==> src/lane_pkg.sv <==
`default_nettype none

package lane_pkg;

	////////////////////////////////////////////////////////////
	// basic types
	////////////////////////////////////////////////////////////

	typedef logic [10:0] coord_t;

	typedef struct packed {
		coord_t hcount;
		coord_t vcount;
		logic   blank;
	} pixel_req_t;

	typedef struct packed {
		logic [2:0] red;
		logic [2:0] green;
		logic [1:0] blue;
	} rgb_t;

	typedef enum logic [1:0] {
		game_idle,
		game_play,
		game_over
	} game_state_e;

	typedef struct packed {
		logic   active;
		coord_t lane_x;
		coord_t top;
	} obstacle_t;

	localparam int num_digits = 4;

	// digit 0 is the least significant
	typedef logic [num_digits-1:0][3:0] bcd_score_t;

	////////////////////////////////////////////////////////////
	// layout
	////////////////////////////////////////////////////////////

	localparam int num_slots = 3;

	localparam coord_t lane_x_0 = 11'd195;
	localparam coord_t lane_x_1 = 11'd295;
	localparam coord_t lane_x_2 = 11'd395;

	localparam coord_t car_width       = 11'd50;
	localparam coord_t obstacle_height = 11'd70;
	localparam coord_t obstacle_step   = 11'd5;
	localparam coord_t retire_top      = 11'd455;
	localparam coord_t handoff_top     = 11'd170;
	localparam coord_t player_top      = 11'd420;
	localparam coord_t player_bottom   = 11'd470;
	localparam coord_t steer_step      = 11'd5;

	// frame ticks between obstacle steps
	localparam int frames_per_step = 2;
	localparam int frame_div_width = $clog2(frames_per_step + 1);

	localparam coord_t road_left        = 11'd170;
	localparam coord_t road_right       = 11'd470;
	localparam coord_t divider_0_left   = 11'd265;
	localparam coord_t divider_0_right  = 11'd275;
	localparam coord_t divider_1_left   = 11'd365;
	localparam coord_t divider_1_right  = 11'd375;

	// score digits, most significant at digit_x0
	localparam coord_t digit_x0     = 11'd10;
	localparam coord_t digit_pitch  = 11'd20;
	localparam coord_t digit_top    = 11'd10;
	localparam coord_t digit_height = 11'd20;
	localparam coord_t digit_width  = 11'd10;

	////////////////////////////////////////////////////////////
	// colours
	////////////////////////////////////////////////////////////

	localparam rgb_t colour_black      = '{red: 3'd0, green: 3'd0, blue: 2'd0};
	localparam rgb_t colour_white      = '{red: 3'd7, green: 3'd7, blue: 2'd3};
	localparam rgb_t colour_grass      = '{red: 3'd0, green: 3'd2, blue: 2'd0};
	localparam rgb_t colour_obstacle   = '{red: 3'd5, green: 3'd0, blue: 2'd0};
	localparam rgb_t colour_car        = '{red: 3'd5, green: 3'd5, blue: 2'd0};
	localparam rgb_t colour_score_play = '{red: 3'd0, green: 3'd0, blue: 2'd3};
	localparam rgb_t colour_score_over = '{red: 3'd0, green: 3'd5, blue: 2'd0};

	// lane index to left edge
	function automatic coord_t lane_x_of(input int unsigned lane);
		case (lane)
			0:       return lane_x_0;
			1:       return lane_x_1;
			default: return lane_x_2;
		endcase
	endfunction

endpackage

`default_nettype wire

==> src/traffic_dispatcher.sv <==
`timescale 1ns/1ps
`default_nettype none

module traffic_dispatcher (
	input  logic                          clk,
	input  logic                          reset,
	input  lane_pkg::game_state_e         state,
	input  logic [lane_pkg::num_slots-1:0] handoff,
	output logic [lane_pkg::num_slots-1:0] spawn
);

	logic                          was_play;
	logic                          enter_play;
	logic [lane_pkg::num_slots-1:0] next_spawn;

	assign enter_play = (state == lane_pkg::game_play) && !was_play;

	// each handoff launches the following slot, slot 0 starts the chain
	always_comb begin
		next_spawn = {handoff[lane_pkg::num_slots-2:0], handoff[lane_pkg::num_slots-1]};
		next_spawn[0] = next_spawn[0] | enter_play;
	end

	always_ff @(posedge clk or posedge reset) begin
		if (reset) begin
			was_play <= 1'b0;
			spawn    <= '0;
		end else begin
			was_play <= (state == lane_pkg::game_play);
			if (state == lane_pkg::game_play) begin
				spawn <= next_spawn;
			end else begin
				spawn <= '0;
			end
		end
	end

endmodule

`default_nettype wire

==> src/obstacle_slot.sv <==
`timescale 1ns/1ps
`default_nettype none

module obstacle_slot #(
	parameter int initial_lane = 0
) (
	input  logic                  clk,
	input  logic                  reset,
	input  lane_pkg::game_state_e state,
	input  logic                  frame_tick,
	input  logic                  spawn,
	output lane_pkg::obstacle_t   obst,
	output logic                  handoff
);

	logic                                 active;
	logic [1:0]                           lane;
	lane_pkg::coord_t                     top;
	lane_pkg::coord_t                     next_top;
	logic [lane_pkg::frame_div_width-1:0] frame_div;
	logic                                 frame_due;

	assign next_top  = top + lane_pkg::obstacle_step;
	assign frame_due = (frame_div == lane_pkg::frames_per_step - 1);

	assign obst.active = active;
	assign obst.lane_x = lane_pkg::lane_x_of(lane);
	assign obst.top    = top;

	always_ff @(posedge clk or posedge reset) begin
		if (reset) begin
			active    <= 1'b0;
			lane      <= 2'(initial_lane);
			top       <= '0;
			frame_div <= '0;
			handoff   <= 1'b0;
		end else begin
			handoff <= 1'b0;
			if (state == lane_pkg::game_over) begin
				active <= 1'b0;
			end else if (spawn) begin
				active    <= 1'b1;
				top       <= '0;
				frame_div <= '0;
			end else if (active && frame_tick && state == lane_pkg::game_play) begin
				if (frame_due) begin
					frame_div <= '0;
					top       <= next_top;
					// next car in the chain
					if (next_top == lane_pkg::handoff_top) begin
						handoff <= 1'b1;
					end
					// off the bottom, move over a lane for next time
					if (next_top == lane_pkg::retire_top) begin
						active <= 1'b0;
						lane   <= (lane == 2'd2) ? 2'd0 : lane + 2'd1;
					end
				end else begin
					frame_div <= frame_div + 1'b1;
				end
			end
		end
	end

	// chain spacing must retire a car before its slot comes round again
	a_spawn_idle: assert property (@(posedge clk) disable iff (reset)
		spawn |-> !active);

endmodule

`default_nettype wire

==> src/player_car.sv <==
`timescale 1ns/1ps
`default_nettype none

module player_car (
	input  logic                  clk,
	input  logic                  reset,
	input  lane_pkg::game_state_e state,
	input  logic                  frame_tick,
	input  logic                  steer_left,
	input  logic                  steer_right,
	output lane_pkg::coord_t      car_x
);

	logic [1:0]       target;
	lane_pkg::coord_t target_x;

	assign target_x = lane_pkg::lane_x_of(target);

	always_ff @(posedge clk or posedge reset) begin
		if (reset) begin
			target <= 2'd1;
			car_x  <= lane_pkg::lane_x_1;
		end else begin
			// clamp at the outer lanes
			if (steer_left && !steer_right && target != 2'd0) begin
				target <= target - 2'd1;
			end else if (steer_right && !steer_left && target != 2'd2) begin
				target <= target + 2'd1;
			end

			// glide toward the target lane
			if (frame_tick && state == lane_pkg::game_play) begin
				if (car_x < target_x) begin
					car_x <= car_x + lane_pkg::steer_step;
				end else if (car_x > target_x) begin
					car_x <= car_x - lane_pkg::steer_step;
				end
			end
		end
	end

	a_car_on_road: assert property (@(posedge clk) disable iff (reset)
		car_x >= lane_pkg::lane_x_0 && car_x <= lane_pkg::lane_x_2);

endmodule

`default_nettype wire

==> src/game_fsm.sv <==
`timescale 1ns/1ps
`default_nettype none

module game_fsm (
	input  logic                                          clk,
	input  logic                                          reset,
	input  logic                                          start,
	input  logic                                          frame_tick,
	input  lane_pkg::obstacle_t [lane_pkg::num_slots-1:0] obst,
	input  lane_pkg::coord_t                              car_x,
	output lane_pkg::game_state_e                         state
);

	logic crash;

	// inclusive rectangle overlap, car against every live obstacle
	always_comb begin
		crash = 1'b0;
		for (int i = 0; i < lane_pkg::num_slots; i++) begin
			if (obst[i].active
					&& obst[i].lane_x <= car_x + lane_pkg::car_width
					&& car_x <= obst[i].lane_x + lane_pkg::car_width
					&& obst[i].top <= lane_pkg::player_bottom
					&& lane_pkg::player_top <= obst[i].top + lane_pkg::obstacle_height) begin
				crash = 1'b1;
			end
		end
	end

	always_ff @(posedge clk or posedge reset) begin
		if (reset) begin
			state <= lane_pkg::game_idle;
		end else begin
			case (state)
				lane_pkg::game_idle: begin
					if (start) begin
						state <= lane_pkg::game_play;
					end
				end
				lane_pkg::game_play: begin
					if (frame_tick && crash) begin
						state <= lane_pkg::game_over;
					end
				end
				// stays over until reset
				default: begin
					state <= lane_pkg::game_over;
				end
			endcase
		end
	end

endmodule

`default_nettype wire

==> src/score_keeper.sv <==
`timescale 1ns/1ps
`default_nettype none

module score_keeper (
	input  logic                  clk,
	input  logic                  reset,
	input  lane_pkg::game_state_e state,
	input  logic                  score_tick,
	input  lane_pkg::pixel_req_t  pix,
	output lane_pkg::bcd_score_t  score,
	output logic                  seg_hit
);

	lane_pkg::bcd_score_t next_score;
	logic                 carry;
	lane_pkg::coord_t     left;

	// segments a..g on bits 6..0
	function automatic logic [6:0] seg_lut(input logic [3:0] digit);
		case (digit)
			4'd0:    return 7'b1111110;
			4'd1:    return 7'b0110000;
			4'd2:    return 7'b1101101;
			4'd3:    return 7'b1111001;
			4'd4:    return 7'b0110011;
			4'd5:    return 7'b1011011;
			4'd6:    return 7'b1011111;
			4'd7:    return 7'b1110000;
			4'd8:    return 7'b1111111;
			4'd9:    return 7'b1111011;
			default: return 7'b0000000;
		endcase
	endfunction

	function automatic logic stroke_hit(
		input lane_pkg::coord_t x,
		input lane_pkg::coord_t y,
		input lane_pkg::coord_t x0,
		input logic [6:0]       segs
	);
		lane_pkg::coord_t x1;
		lane_pkg::coord_t y0;
		lane_pkg::coord_t ym;
		lane_pkg::coord_t y1;
		logic             across;
		logic             upper;
		logic             lower;
		x1     = x0 + lane_pkg::digit_width;
		y0     = lane_pkg::digit_top;
		ym     = y0 + (lane_pkg::digit_height >> 1);
		y1     = y0 + lane_pkg::digit_height;
		across = (x >= x0) && (x <= x1);
		upper  = (y >= y0) && (y <= ym);
		lower  = (y >= ym) && (y <= y1);
		return (segs[6] && across && y == y0)
			|| (segs[5] && upper && x == x1)
			|| (segs[4] && lower && x == x1)
			|| (segs[3] && across && y == y1)
			|| (segs[2] && lower && x == x0)
			|| (segs[1] && upper && x == x0)
			|| (segs[0] && across && y == ym);
	endfunction

	////////////////////////////////////////////////////////////
	// decimal counter
	////////////////////////////////////////////////////////////

	always_comb begin
		carry      = 1'b1;
		next_score = score;
		for (int d = 0; d < lane_pkg::num_digits; d++) begin
			if (carry) begin
				if (score[d] == 4'd9) begin
					next_score[d] = 4'd0;
				end else begin
					next_score[d] = score[d] + 4'd1;
					carry         = 1'b0;
				end
			end
		end
	end

	always_ff @(posedge clk or posedge reset) begin
		if (reset) begin
			score <= '0;
		end else if (score_tick && state == lane_pkg::game_play) begin
			score <= next_score;
		end
	end

	////////////////////////////////////////////////////////////
	// segment pixels
	////////////////////////////////////////////////////////////

	always_comb begin
		seg_hit = 1'b0;
		left    = lane_pkg::digit_x0;
		// leftmost box holds the top digit
		for (int d = lane_pkg::num_digits - 1; d >= 0; d--) begin
			if (stroke_hit(pix.hcount, pix.vcount, left, seg_lut(score[d]))) begin
				seg_hit = 1'b1;
			end
			left = left + lane_pkg::digit_pitch;
		end
	end

	a_bcd_digits: assert property (@(posedge clk) disable iff (reset)
		score[3] <= 4'd9 && score[2] <= 4'd9 && score[1] <= 4'd9 && score[0] <= 4'd9);

endmodule

`default_nettype wire

==> src/pixel_compositor.sv <==
`timescale 1ns/1ps
`default_nettype none

module pixel_compositor (
	input  logic                                          clk,
	input  logic                                          reset,
	input  lane_pkg::pixel_req_t                          pix,
	input  lane_pkg::game_state_e                         state,
	input  lane_pkg::obstacle_t [lane_pkg::num_slots-1:0] obst,
	input  lane_pkg::coord_t                              car_x,
	input  logic                                          seg_hit,
	output lane_pkg::rgb_t                                rgb
);

	logic           obst_hit;
	logic           car_hit;
	logic           divider_hit;
	logic           grass_hit;
	lane_pkg::rgb_t colour;

	always_comb begin
		obst_hit = 1'b0;
		for (int i = 0; i < lane_pkg::num_slots; i++) begin
			if (obst[i].active
					&& pix.hcount >= obst[i].lane_x
					&& pix.hcount <= obst[i].lane_x + lane_pkg::car_width
					&& pix.vcount >= obst[i].top
					&& pix.vcount <= obst[i].top + lane_pkg::obstacle_height) begin
				obst_hit = 1'b1;
			end
		end
	end

	assign car_hit = pix.hcount >= car_x && pix.hcount <= car_x + lane_pkg::car_width
		&& pix.vcount >= lane_pkg::player_top && pix.vcount <= lane_pkg::player_bottom;

	// solid stripes, full height
	assign divider_hit =
		(pix.hcount >= lane_pkg::divider_0_left && pix.hcount <= lane_pkg::divider_0_right)
		|| (pix.hcount >= lane_pkg::divider_1_left && pix.hcount <= lane_pkg::divider_1_right);

	assign grass_hit = pix.hcount < lane_pkg::road_left || pix.hcount > lane_pkg::road_right;

	// highest priority first
	always_comb begin
		colour = lane_pkg::colour_black;
		if (pix.blank || state == lane_pkg::game_idle) begin
			colour = lane_pkg::colour_black;
		end else if (state == lane_pkg::game_over) begin
			if (seg_hit) begin
				colour = lane_pkg::colour_score_over;
			end
		end else if (seg_hit) begin
			colour = lane_pkg::colour_score_play;
		end else if (car_hit) begin
			colour = lane_pkg::colour_car;
		end else if (obst_hit) begin
			colour = lane_pkg::colour_obstacle;
		end else if (divider_hit) begin
			colour = lane_pkg::colour_white;
		end else if (grass_hit) begin
			colour = lane_pkg::colour_grass;
		end
	end

	always_ff @(posedge clk or posedge reset) begin
		if (reset) begin
			rgb <= lane_pkg::colour_black;
		end else begin
			rgb <= colour;
		end
	end

endmodule

`default_nettype wire

==> src/lane_splitter_top.sv <==
`timescale 1ns/1ps
`default_nettype none

module lane_splitter_top (
	input  logic                  clk,
	input  logic                  reset,
	input  logic                  start,
	input  logic                  steer_left,
	input  logic                  steer_right,
	input  logic                  frame_tick,
	input  logic                  score_tick,
	input  lane_pkg::pixel_req_t  pix,
	output lane_pkg::rgb_t        rgb,
	output lane_pkg::game_state_e state,
	output lane_pkg::bcd_score_t  score
);

	logic [lane_pkg::num_slots-1:0]                spawn;
	logic [lane_pkg::num_slots-1:0]                handoff;
	lane_pkg::obstacle_t [lane_pkg::num_slots-1:0] obst;
	lane_pkg::coord_t                              car_x;
	logic                                          seg_hit;

	game_fsm u_game_fsm (
		.clk        (clk),
		.reset      (reset),
		.start      (start),
		.frame_tick (frame_tick),
		.obst       (obst),
		.car_x      (car_x),
		.state      (state)
	);

	traffic_dispatcher u_dispatcher (
		.clk     (clk),
		.reset   (reset),
		.state   (state),
		.handoff (handoff),
		.spawn   (spawn)
	);

	// one slot per lane at start, rotating afterwards
	for (genvar i = 0; i < lane_pkg::num_slots; i++) begin : g_slot
		obstacle_slot #(
			.initial_lane (i)
		) u_slot (
			.clk        (clk),
			.reset      (reset),
			.state      (state),
			.frame_tick (frame_tick),
			.spawn      (spawn[i]),
			.obst       (obst[i]),
			.handoff    (handoff[i])
		);
	end

	player_car u_player (
		.clk         (clk),
		.reset       (reset),
		.state       (state),
		.frame_tick  (frame_tick),
		.steer_left  (steer_left),
		.steer_right (steer_right),
		.car_x       (car_x)
	);

	score_keeper u_score (
		.clk        (clk),
		.reset      (reset),
		.state      (state),
		.score_tick (score_tick),
		.pix        (pix),
		.score      (score),
		.seg_hit    (seg_hit)
	);

	pixel_compositor u_compositor (
		.clk     (clk),
		.reset   (reset),
		.pix     (pix),
		.state   (state),
		.obst    (obst),
		.car_x   (car_x),
		.seg_hit (seg_hit),
		.rgb     (rgb)
	);

endmodule

`default_nettype wire

==> config.mk <==
export PLATFORM = sky130hd
export DESIGN_NAME = lane_splitter_top
export DESIGN_NICKNAME = d
export VERILOG_FILES = /design/src/lane_pkg.sv /design/src/traffic_dispatcher.sv /design/src/obstacle_slot.sv /design/src/player_car.sv /design/src/game_fsm.sv /design/src/score_keeper.sv /design/src/pixel_compositor.sv /design/src/lane_splitter_top.sv
export SDC_FILE = /design/constraint.sdc
export NUM_CORES = 1
export LEC_CHECK = 0
export ABC_CLOCK_PERIOD_IN_PS = 5800
export BUFFER_PORTS_ARGS = -buffer_cell sky130_fd_sc_hd__buf_4
export CELL_PAD_IN_SITES_DETAIL_PLACEMENT = 0
export CELL_PAD_IN_SITES_GLOBAL_PLACEMENT = 1
export CORE_ASPECT_RATIO = 0.8
export CORE_MARGIN = 2
export CORE_UTILIZATION = 30
export DETAILED_ROUTE_END_ITERATION = 6
export PLACE_DENSITY_LB_ADDON = 0.1
export SLEW_MARGIN = 20
export SYNTH_ARGS = -nofsm -noshare
export SYNTH_HDL_FRONTEND = slang
export SYNTH_SLANG_ARGS = --single-unit
==> constraint.sdc <==
create_clock -name clk -period 5.8 [get_ports clk]
set_input_delay 1.16 -clock clk [delete_from_list [all_inputs] [get_ports clk]]
set_output_delay 1.16 -clock clk [all_outputs]
set_load 0.02 [all_outputs]
==> flow_metrics.py, run 1 <==
metrics = {
    "status": {
        "status": "completed",
    },
    "logic_synthesis": {
        "synth.avg_cell_area_um2": 8.01,
        "ys_seq_area_frac": 0.194,
        "synth.distinct_cells": 87,
        "yosys-top-cells-area": "ha_1 (24%), dfrtp_1 (18%), o21ai_0 (5.2%)",
        "synth_seq_cells": 91,
        "synthFlopType": "dfrtp_1",
        "syn-num-nets": 1727,
        "syn_inst": 1471,
        "async_flop_share": 1.00,
        "synth_largest_area_cell": "ha_1",
        "synth_top_area_share": 0.236,
        "synth_edf_count": 0,
        "synthMostInstantiatedCell": "ha_1",
        "synth_warnings": 0,
        "synth_commonest_cells": "ha_1 (222), nand2_1 (133), o21ai_0 (123), nor2_1 (86), dfrtp_1 (83)",
        "syn_area_mm2": 0.0118,
    },
    "finish": {
        "areaGrowthSynthToFinish_pct": 10.6,
        "final_cells": 2023,
        "final_layout_size_suffix_gt1_frac": 0.0776,
        "fillers": 4108,
        "final_nets": 1745,
    },
    "worst_setup_path": {
        "reg2regPathDepth": 19,
        "r2r-start": "u_player.target[0]",
        "endpoint_kind": "register",
        "start_kind": "register",
        "r2r_slack_ns": 1.31,
        "path_class": "reg -> reg",
        "critPathCapture": "u_player.car_x[10]",
        "critPathArrivalTime_ns": 4.78,
        "required_ns": 6.10,
        "startpoint": "u_player.target[0]",
        "worstReg2RegEnd": "u_player.car_x[10]",
        "crit_fanout": 9,
    },
    "job": {
        "drv_cap": 0,
    },
    "power_and_ir_drop": {
        "power_frac_seq": 0.251,
        "p_clk_frac": 0.169,
        "p_int_w": 0.00216,
        "switching_share": 0.487,
        "power-per-cell-area_mw_per_mm2": 323,
        "p_leak_nw": 5.53,
        "peakVddDrop_uv": 197,
        "p_switching_w": 0.00205,
        "p_comb_frac": 0.580,
    },
    "route": {
        "drc": 0,
        "drtIter0Drc": 855,
        "via_per_inst": 5.43,
        "antenna_left": 0,
        "routed_wl_um": 40300,
        "wl_per_cell_um": 19.9,
        "drtPass1Iterations": 7,
        "vias": 10975,
    },
    "global_route": {
        "grt_max_degree": 55,
        "grt_first_pass_wirelength_um": 63700,
        "grt-ovfl-total": 0,
        "grt_pass1_vias": 10620,
        "grt_use_total": 0.200,
        "antenna_found_initial": 2,
    },
    "cts": {
        "postCtsSetupBuffers": 0,
        "cts_sinks": 91,
        "clk_pin_slew_ns": 0.08,
        "postCtsHoldBufs": 0,
        "tritoncts": "done",
        "ctsLongestPathBuffers": 2,
        "cts-root-buf": "clkbuf_16",
        "numCtsBuffers": 9,
        "postCtsResizedCells": 0,
        "htreeDepth": 3,
        "insertion_delay_ns": 0.38,
    },
    "floorplanning": {
        "io_pins": 56,
        "coreArea_mm2": 0.0385,
        "rows": 64,
        "die_y_um": 181,
        "die_x_um": 226,
        "dieArea_mm2": 0.0409,
        "start_util": 0.306,
    },
    "timing": {
        "tns_ns": 0,
        "finClkSkew_ns": 0.0100,
        "period_share": 0.773,
        "rsz0062_at_grt": "false",
        "hold_viol": 0,
        "final_max_slew_viol_count": 0,
        "setup_viol": 0,
        "relSlewSlack": 0.253,
        "min_period_ns": 4.49,
        "fmaxAchievable_mhz": 223,
        "hold_ws_ns": 0.447,
        "worst_pin_slew_ns": 1.09,
    },
    "placed_design": {
        "place_inst": 2006,
        "dp_hpwl_um": 30800,
        "gp_congestion": 0.806,
        "io_buffers": 55,
    },
    "min_path": {
        "hold_path.class": "reg -> reg",
    },
}
==> worst min-delay path by stage <==
| stage | cells after the start | endpoint | startpoint |
|---|---|---|---|
| after floorplan | 1 | u_dispatcher.spawn[0] | u_dispatcher.was_play |
| after global placement | 1 | u_dispatcher.spawn[0] | u_dispatcher.was_play |
| after detailed placement | 1 | u_dispatcher.spawn[0] | u_dispatcher.was_play |
| after CTS | 1 | u_dispatcher.spawn[0] | u_dispatcher.was_play |
| after global routing | 1 | u_dispatcher.spawn[0] | u_dispatcher.was_play |
| final | 1 | u_dispatcher.spawn[0] | u_dispatcher.was_play |
==> worst max-delay path, cell delays in order (launching register included) <==
cell and delay [ns]:
dfstp_2 0.55, inv_1 0.08, ha_1 0.23, or2_2 0.30, ha_1 0.29, o21ai_1 0.08
nand2_1 0.07, a21o_1 0.17, a21oi_1 0.15, o21a_1 0.22, inv_1 0.19, fa_1 0.44
a21o_1 0.20, a21oi_1 0.21, nor2b_1 0.07, o21ai_0 0.23, a21oi_1 0.15, a31o_2 0.29
or4_1 0.40, o2111ai_1 0.10
==> per-layer routing <==
| metal | vias up | part of all wire | wire, µm | global-route usage |
|---|---|---|---|---|
| li1 | 5496 | - | - | - |
| met1 | 5228 | 0.53 | 21300 | 0.306 |
| met2 | 221 | 0.42 | 16800 | 0.292 |
| met3 | 30 | 0.037 | 1510 | 0.0288 |
| met4 | 0 | 0.015 | 618 | 0.0474 |
| met5 | - | 0 | 0 | 0 |
==> through the flow <==
step / util / setup WS (ns) / cell area, µm² / power (W)
finish: 0.338 / 1.31 / 13000 / 0.00421
global route: 0.338 / 0.982 / 13000 / 0.00464
CTS: 0.338 / 1.32 / 13000 / 0.00423
detailed placement: 0.330 / 1.36 / 12700 / 0.00349
global placement: 0.330 / 1.40 / 12700 / 0.00349
floorplan: - / 1.73 / 11800 / 0.00273
==> cells by family (layout without fill, tap and decap cells) <==
logic type / Yosys count / after routing / synth area share
and+or+nand+nor: 489 / 489 / 0.213
AOI/OAI and AO/OA: 430 / 430 / 0.235
adders and majority gates: 229 / 229 / 0.245
buffers and inverters: 151 / 174 / 0.0498
DFF: 91 / 91 / 0.194
xor gates and xnor gates: 69 / 69 / 0.0519
muxes: 12 / 12 / 0.0113
other: 0 / 1 / 0
==> state kept, by name, summed over array words and instances, names as in the netlist <==
signal,count
u_player.target,2
g_slot.u_slot.frame_div,6
g_slot.u_slot.top,33
u_game_fsm.state,2
u_dispatcher.was_play,1
u_compositor.rgb,5
u_dispatcher.spawn,3
g_slot.u_slot.handoff,3
u_player.car_x,11
g_slot.u_slot.active,3
u_score.score,16
g_slot.u_slot.lane,6
==> layout by cell type (no fill, tap or decap), types with 11 or more instances in the layout <==
cell,netlist,layout
xor2_1,13,13
o21a_1,14,14
o22ai_1,11,11
a21o_1,19,19
a2111oi_0,13,12
o31ai_1,19,18
nand2_1,133,133
buf_4,4,63
nand2b_1,23,23
nand4_1,28,28
nor4_1,18,18
a21oi_1,80,80
o21ai_1,17,18
nor2b_1,23,23
o211ai_1,13,13
nor3_1,37,37
xnor2_1,55,55
dfrtp_1,83,83
and3_1,18,18
a31oi_1,19,19
a211oi_1,20,20
inv_2,12,12
nor2_1,86,86
o21ai_0,123,122
nand3_1,50,50
inv_1,80,79
ha_1,222,222
==> layout make-up <==
type	count	area, µm²	share of cell area
Antenna cell	1	2.50	0.000192
Clock buffer	12	256	0.0197
Clock inverter	4	73.8	0.00566
Inverter	95	359	0.0275
Multi-Input combinational cell	1229	8920	0.685
Sequential cell	91	2290	0.175
Tap cell	528	661	0.0507
Timing Repair Buffer	63	473	0.0363
==> power groups by stage <==
stage / logic (W) / registers [W] / clock network (W)
final: 0.00244 / 0.00106 / 0.000710
after global routing: 0.00278 / 0.00110 / 0.000765
after CTS: 0.00243 / 0.00106 / 0.000737
after detailed placement: 0.00242 / 0.00107 / 0
after global placement: 0.00242 / 0.00107 / 0
after floorplan: 0.00178 / 0.000950 / 0
Note: power is estimated with default switching activity, not from simulation.
==> run 2, diff against run 1 <==
--- a/config.mk
+++ b/config.mk
@@ -5,7 +5,7 @@
 export SDC_FILE = /design/constraint.sdc
 export NUM_CORES = 1
 export LEC_CHECK = 0
-export ABC_CLOCK_PERIOD_IN_PS = 5800
+export ABC_CLOCK_PERIOD_IN_PS = 4600
 export BUFFER_PORTS_ARGS = -buffer_cell sky130_fd_sc_hd__buf_4
 export CELL_PAD_IN_SITES_DETAIL_PLACEMENT = 0
 export CELL_PAD_IN_SITES_GLOBAL_PLACEMENT = 1
==> constraint.sdc (replaced) <==
create_clock -name clk -period 4.6 [get_ports clk]
set_input_delay 0.92 -clock clk [delete_from_list [all_inputs] [get_ports clk]]
set_output_delay 0.92 -clock clk [all_outputs]
set_load 0.02 [all_outputs]
==> run 2 against run 1 <==
Worst setup slack worse by 1.1 ns. Power up 30%. Non-clock buffer count up 30. Via count up 0.88%. Sequential cell count unchanged. Critical path type unchanged. Die area unchanged. Clock skew down 0.0020 ns. Largest power group unchanged. Worst hold slack worse by 0.0020 ns.
==> flow_metrics.py, run 2 (synthesized netlist as in run 1, its figures left out) <==
metrics = {
    "placed_design": {
        "io_buffers": 55,
        "place_ws_ns": 0.211,
        "dp_hpwl_um": 31400,
        "gp_congestion": 0.840,
    },
    "finish": {
        "largest_register_ff_count": 33,
        "layout_commonest_cell": "ha_1",
        "fillers": 4099,
        "final_nets": 1775,
        "final_layout_size_suffix_gt1_frac": 0.0971,
        "biggestRegsByFlops": "g_slot.u_slot.top (33), u_score.score (16), u_player.car_x (11)",
        "top_register": "g_slot.u_slot.top",
        "areaGrowthSynthToFinish_pct": 12.5,
        "final_cell_mix": "ha_1 (222), nand2_1 (133), o21ai_0 (121)",
        "postLayoutCoreUtil": 0.344,
    },
    "worst_setup_path": {
        "path_cells": "ha_1 > xor2_1 > inv_2 > ha_1 > a21o_1 > a221o_1 > maj3_1 > maj3_1 > a221oi_1 > o221ai_1 > a21boi_1 > o21ai_1",
        "crit_family": "compound AO/OA/AOI/OAI gates",
        "reg2regPathDepth": 12,
        "critPathCapture": "u_compositor.rgb[2]",
        "start_kind": "register",
        "slowest_stage": "dfstp_2",
        "worstReg2RegEnd": "u_compositor.rgb[2]",
        "crit_fanout": 12,
        "r2r_slack_ns": 0.26,
        "crit_cells": 12,
        "critPathArrivalTime_ns": 4.66,
        "required_ns": 4.91,
        "path_buf_inv": 1,
        "r2r-start": "u_player.car_x[1]",
        "endpoint_kind": "register",
        "slowest_delay_ns": 0.72,
        "path_class": "reg -> reg",
        "startpoint": "u_player.car_x[1]",
    },
    "global_route": {
        "grt_util_met2": 0.296,
        "antenna_found_initial": 3,
        "grt-busiest-layer": "met1",
        "grt_pass1_vias": 10663,
        "grt-ovfl-total": 0,
        "grt_use_met3": 0.0246,
        "grt_use_total": 0.202,
        "grt_max_degree": 36,
        "grtUsageMet1": 0.310,
        "grt_first_pass_wirelength_um": 64200,
    },
    "timing": {
        "relSlewSlack": 0.254,
        "fmaxAchievable_mhz": 230,
        "period_share": 0.944,
        "min_period_ns": 4.34,
        "tns_ns": 0,
        "timing.final.ws_setup_ns": 0.256,
        "final_max_slew_viol_count": 0,
        "worst_pin_slew_ns": 1.11,
        "rsz0062_at_grt": "false",
        "finClkSkew_ns": 0.00804,
        "hold_viol": 0,
        "setup_viol": 0,
        "hold_ws_ns": 0.445,
    },
    "power_and_ir_drop": {
        "power_frac_seq": 0.228,
        "finalPower_w": 0.00546,
        "p_leak_nw": 5.67,
        "p_switching_w": 0.00263,
        "power-per-cell-area_mw_per_mm2": 412,
        "p_clk_frac": 0.167,
        "p_comb_frac": 0.605,
        "peakVddDrop_uv": 191,
        "p_int_w": 0.00283,
        "switching_share": 0.481,
    },
    "cts": {
        "numCtsBuffers": 9,
        "cts-root-buf": "clkbuf_16",
        "insertion_delay_ns": 0.38,
        "cts_sinks": 91,
        "ctsLongestPathBuffers": 2,
        "tritoncts": "done",
        "htreeDepth": 3,
        "clk_pin_slew_ns": 0.08,
    },
    "job": {
        "drv_cap": 0,
    },
    "floorplanning": {
        "start_util": 0.306,
        "die_x_um": 226,
        "die_y_um": 181,
        "dieArea_mm2": 0.0409,
        "rows": 64,
        "io_pins": 56,
        "coreArea_mm2": 0.0385,
    },
    "route": {
        "drtIter0Drc": 830,
        "routed_wl_um": 40700,
        "via_per_inst": 5.39,
        "drtPass1Iterations": 5,
        "vias": 11072,
        "wl_per_cell_um": 19.8,
        "drc": 0,
        "antenna_left": 0,
    },
    "min_path": {
        "hold_path.class": "reg -> reg",
    },
    "status": {
        "status": "completed",
    },
}
-- run 2: power by group through the flow --
stage               registers, W  clock network [W]  logic [W]
floorplan                0.00120                  0    0.00225
CTS                      0.00125           0.000944    0.00331
global route             0.00128           0.000970    0.00376
detailed placement       0.00126                  0    0.00329
finish                   0.00124           0.000910    0.00331
global placement         0.00126                  0    0.00329
-- run 2: worst register-to-register path: stages, from the launching register on --
cell	delay [ns]
dfstp_2	0.72
ha_1	0.26
xor2_1	0.44
inv_2	0.14
ha_1	0.32
a21o_1	0.19
a221o_1	0.34
maj3_1	0.36
maj3_1	0.36
a221oi_1	0.40
o221ai_1	0.35
a21boi_1	0.23
o21ai_1	0.15
-- run 2: timing repair --
action	in CTS	in global routing
buffers inserted	0	0
gates resized for setup	0	3
endpoints found under the setup margin	0	1
hold buffers	0	0
-- run 2: per-layer routing --
| metal | wire length (µm) | vias to the layer above |
|---|---|---|
| met3 | 1880 | 33 |
| met2 | 17000 | 222 |
| li1 | - | 5554 |
| met1 | 21200 | 5261 |
| met5 | 13 | - |
| met4 | 650 | 2 |
-- run 2: worst min-delay path by stage --
stage	startpoint	end	slack, ns	depth (start not counted)
finish	u_dispatcher.was_play	u_dispatcher.spawn[0]	0.44	1
global route	u_dispatcher.was_play	u_dispatcher.spawn[0]	0.48	1
CTS	u_dispatcher.was_play	u_dispatcher.spawn[0]	0.45	1
detailed placement	u_dispatcher.was_play	u_dispatcher.spawn[0]	0.43	1
global placement	u_dispatcher.was_play	u_dispatcher.spawn[0]	0.43	1
floorplan	u_dispatcher.was_play	u_dispatcher.spawn[0]	0.40	1
-- run 2: final cells by class --
| cell class | instances | area (µm²) | area share |
|---|---|---|---|
| multi-input combinational | 1229 | 8920 | 0.673 |
| sequential | 91 | 2290 | 0.173 |
| timing repair buffer | 93 | 698 | 0.0527 |
| tap | 528 | 661 | 0.0498 |
| inverter | 95 | 359 | 0.0271 |
| clock buffer | 11 | 243 | 0.0183 |
| clock inverter | 5 | 85.1 | 0.00642 |
| antenna | 1 | 2.50 | 0.000189 |
-- run 2: through the flow --
step | cells | instance area [µm²]
final | 2053 | 13300
after global routing | 2052 | 13300
after CTS | 2051 | 13200
after detailed placement | 2035 | 12900
after global placement | 2035 | 12900
after floorplan | 1471 | 11800
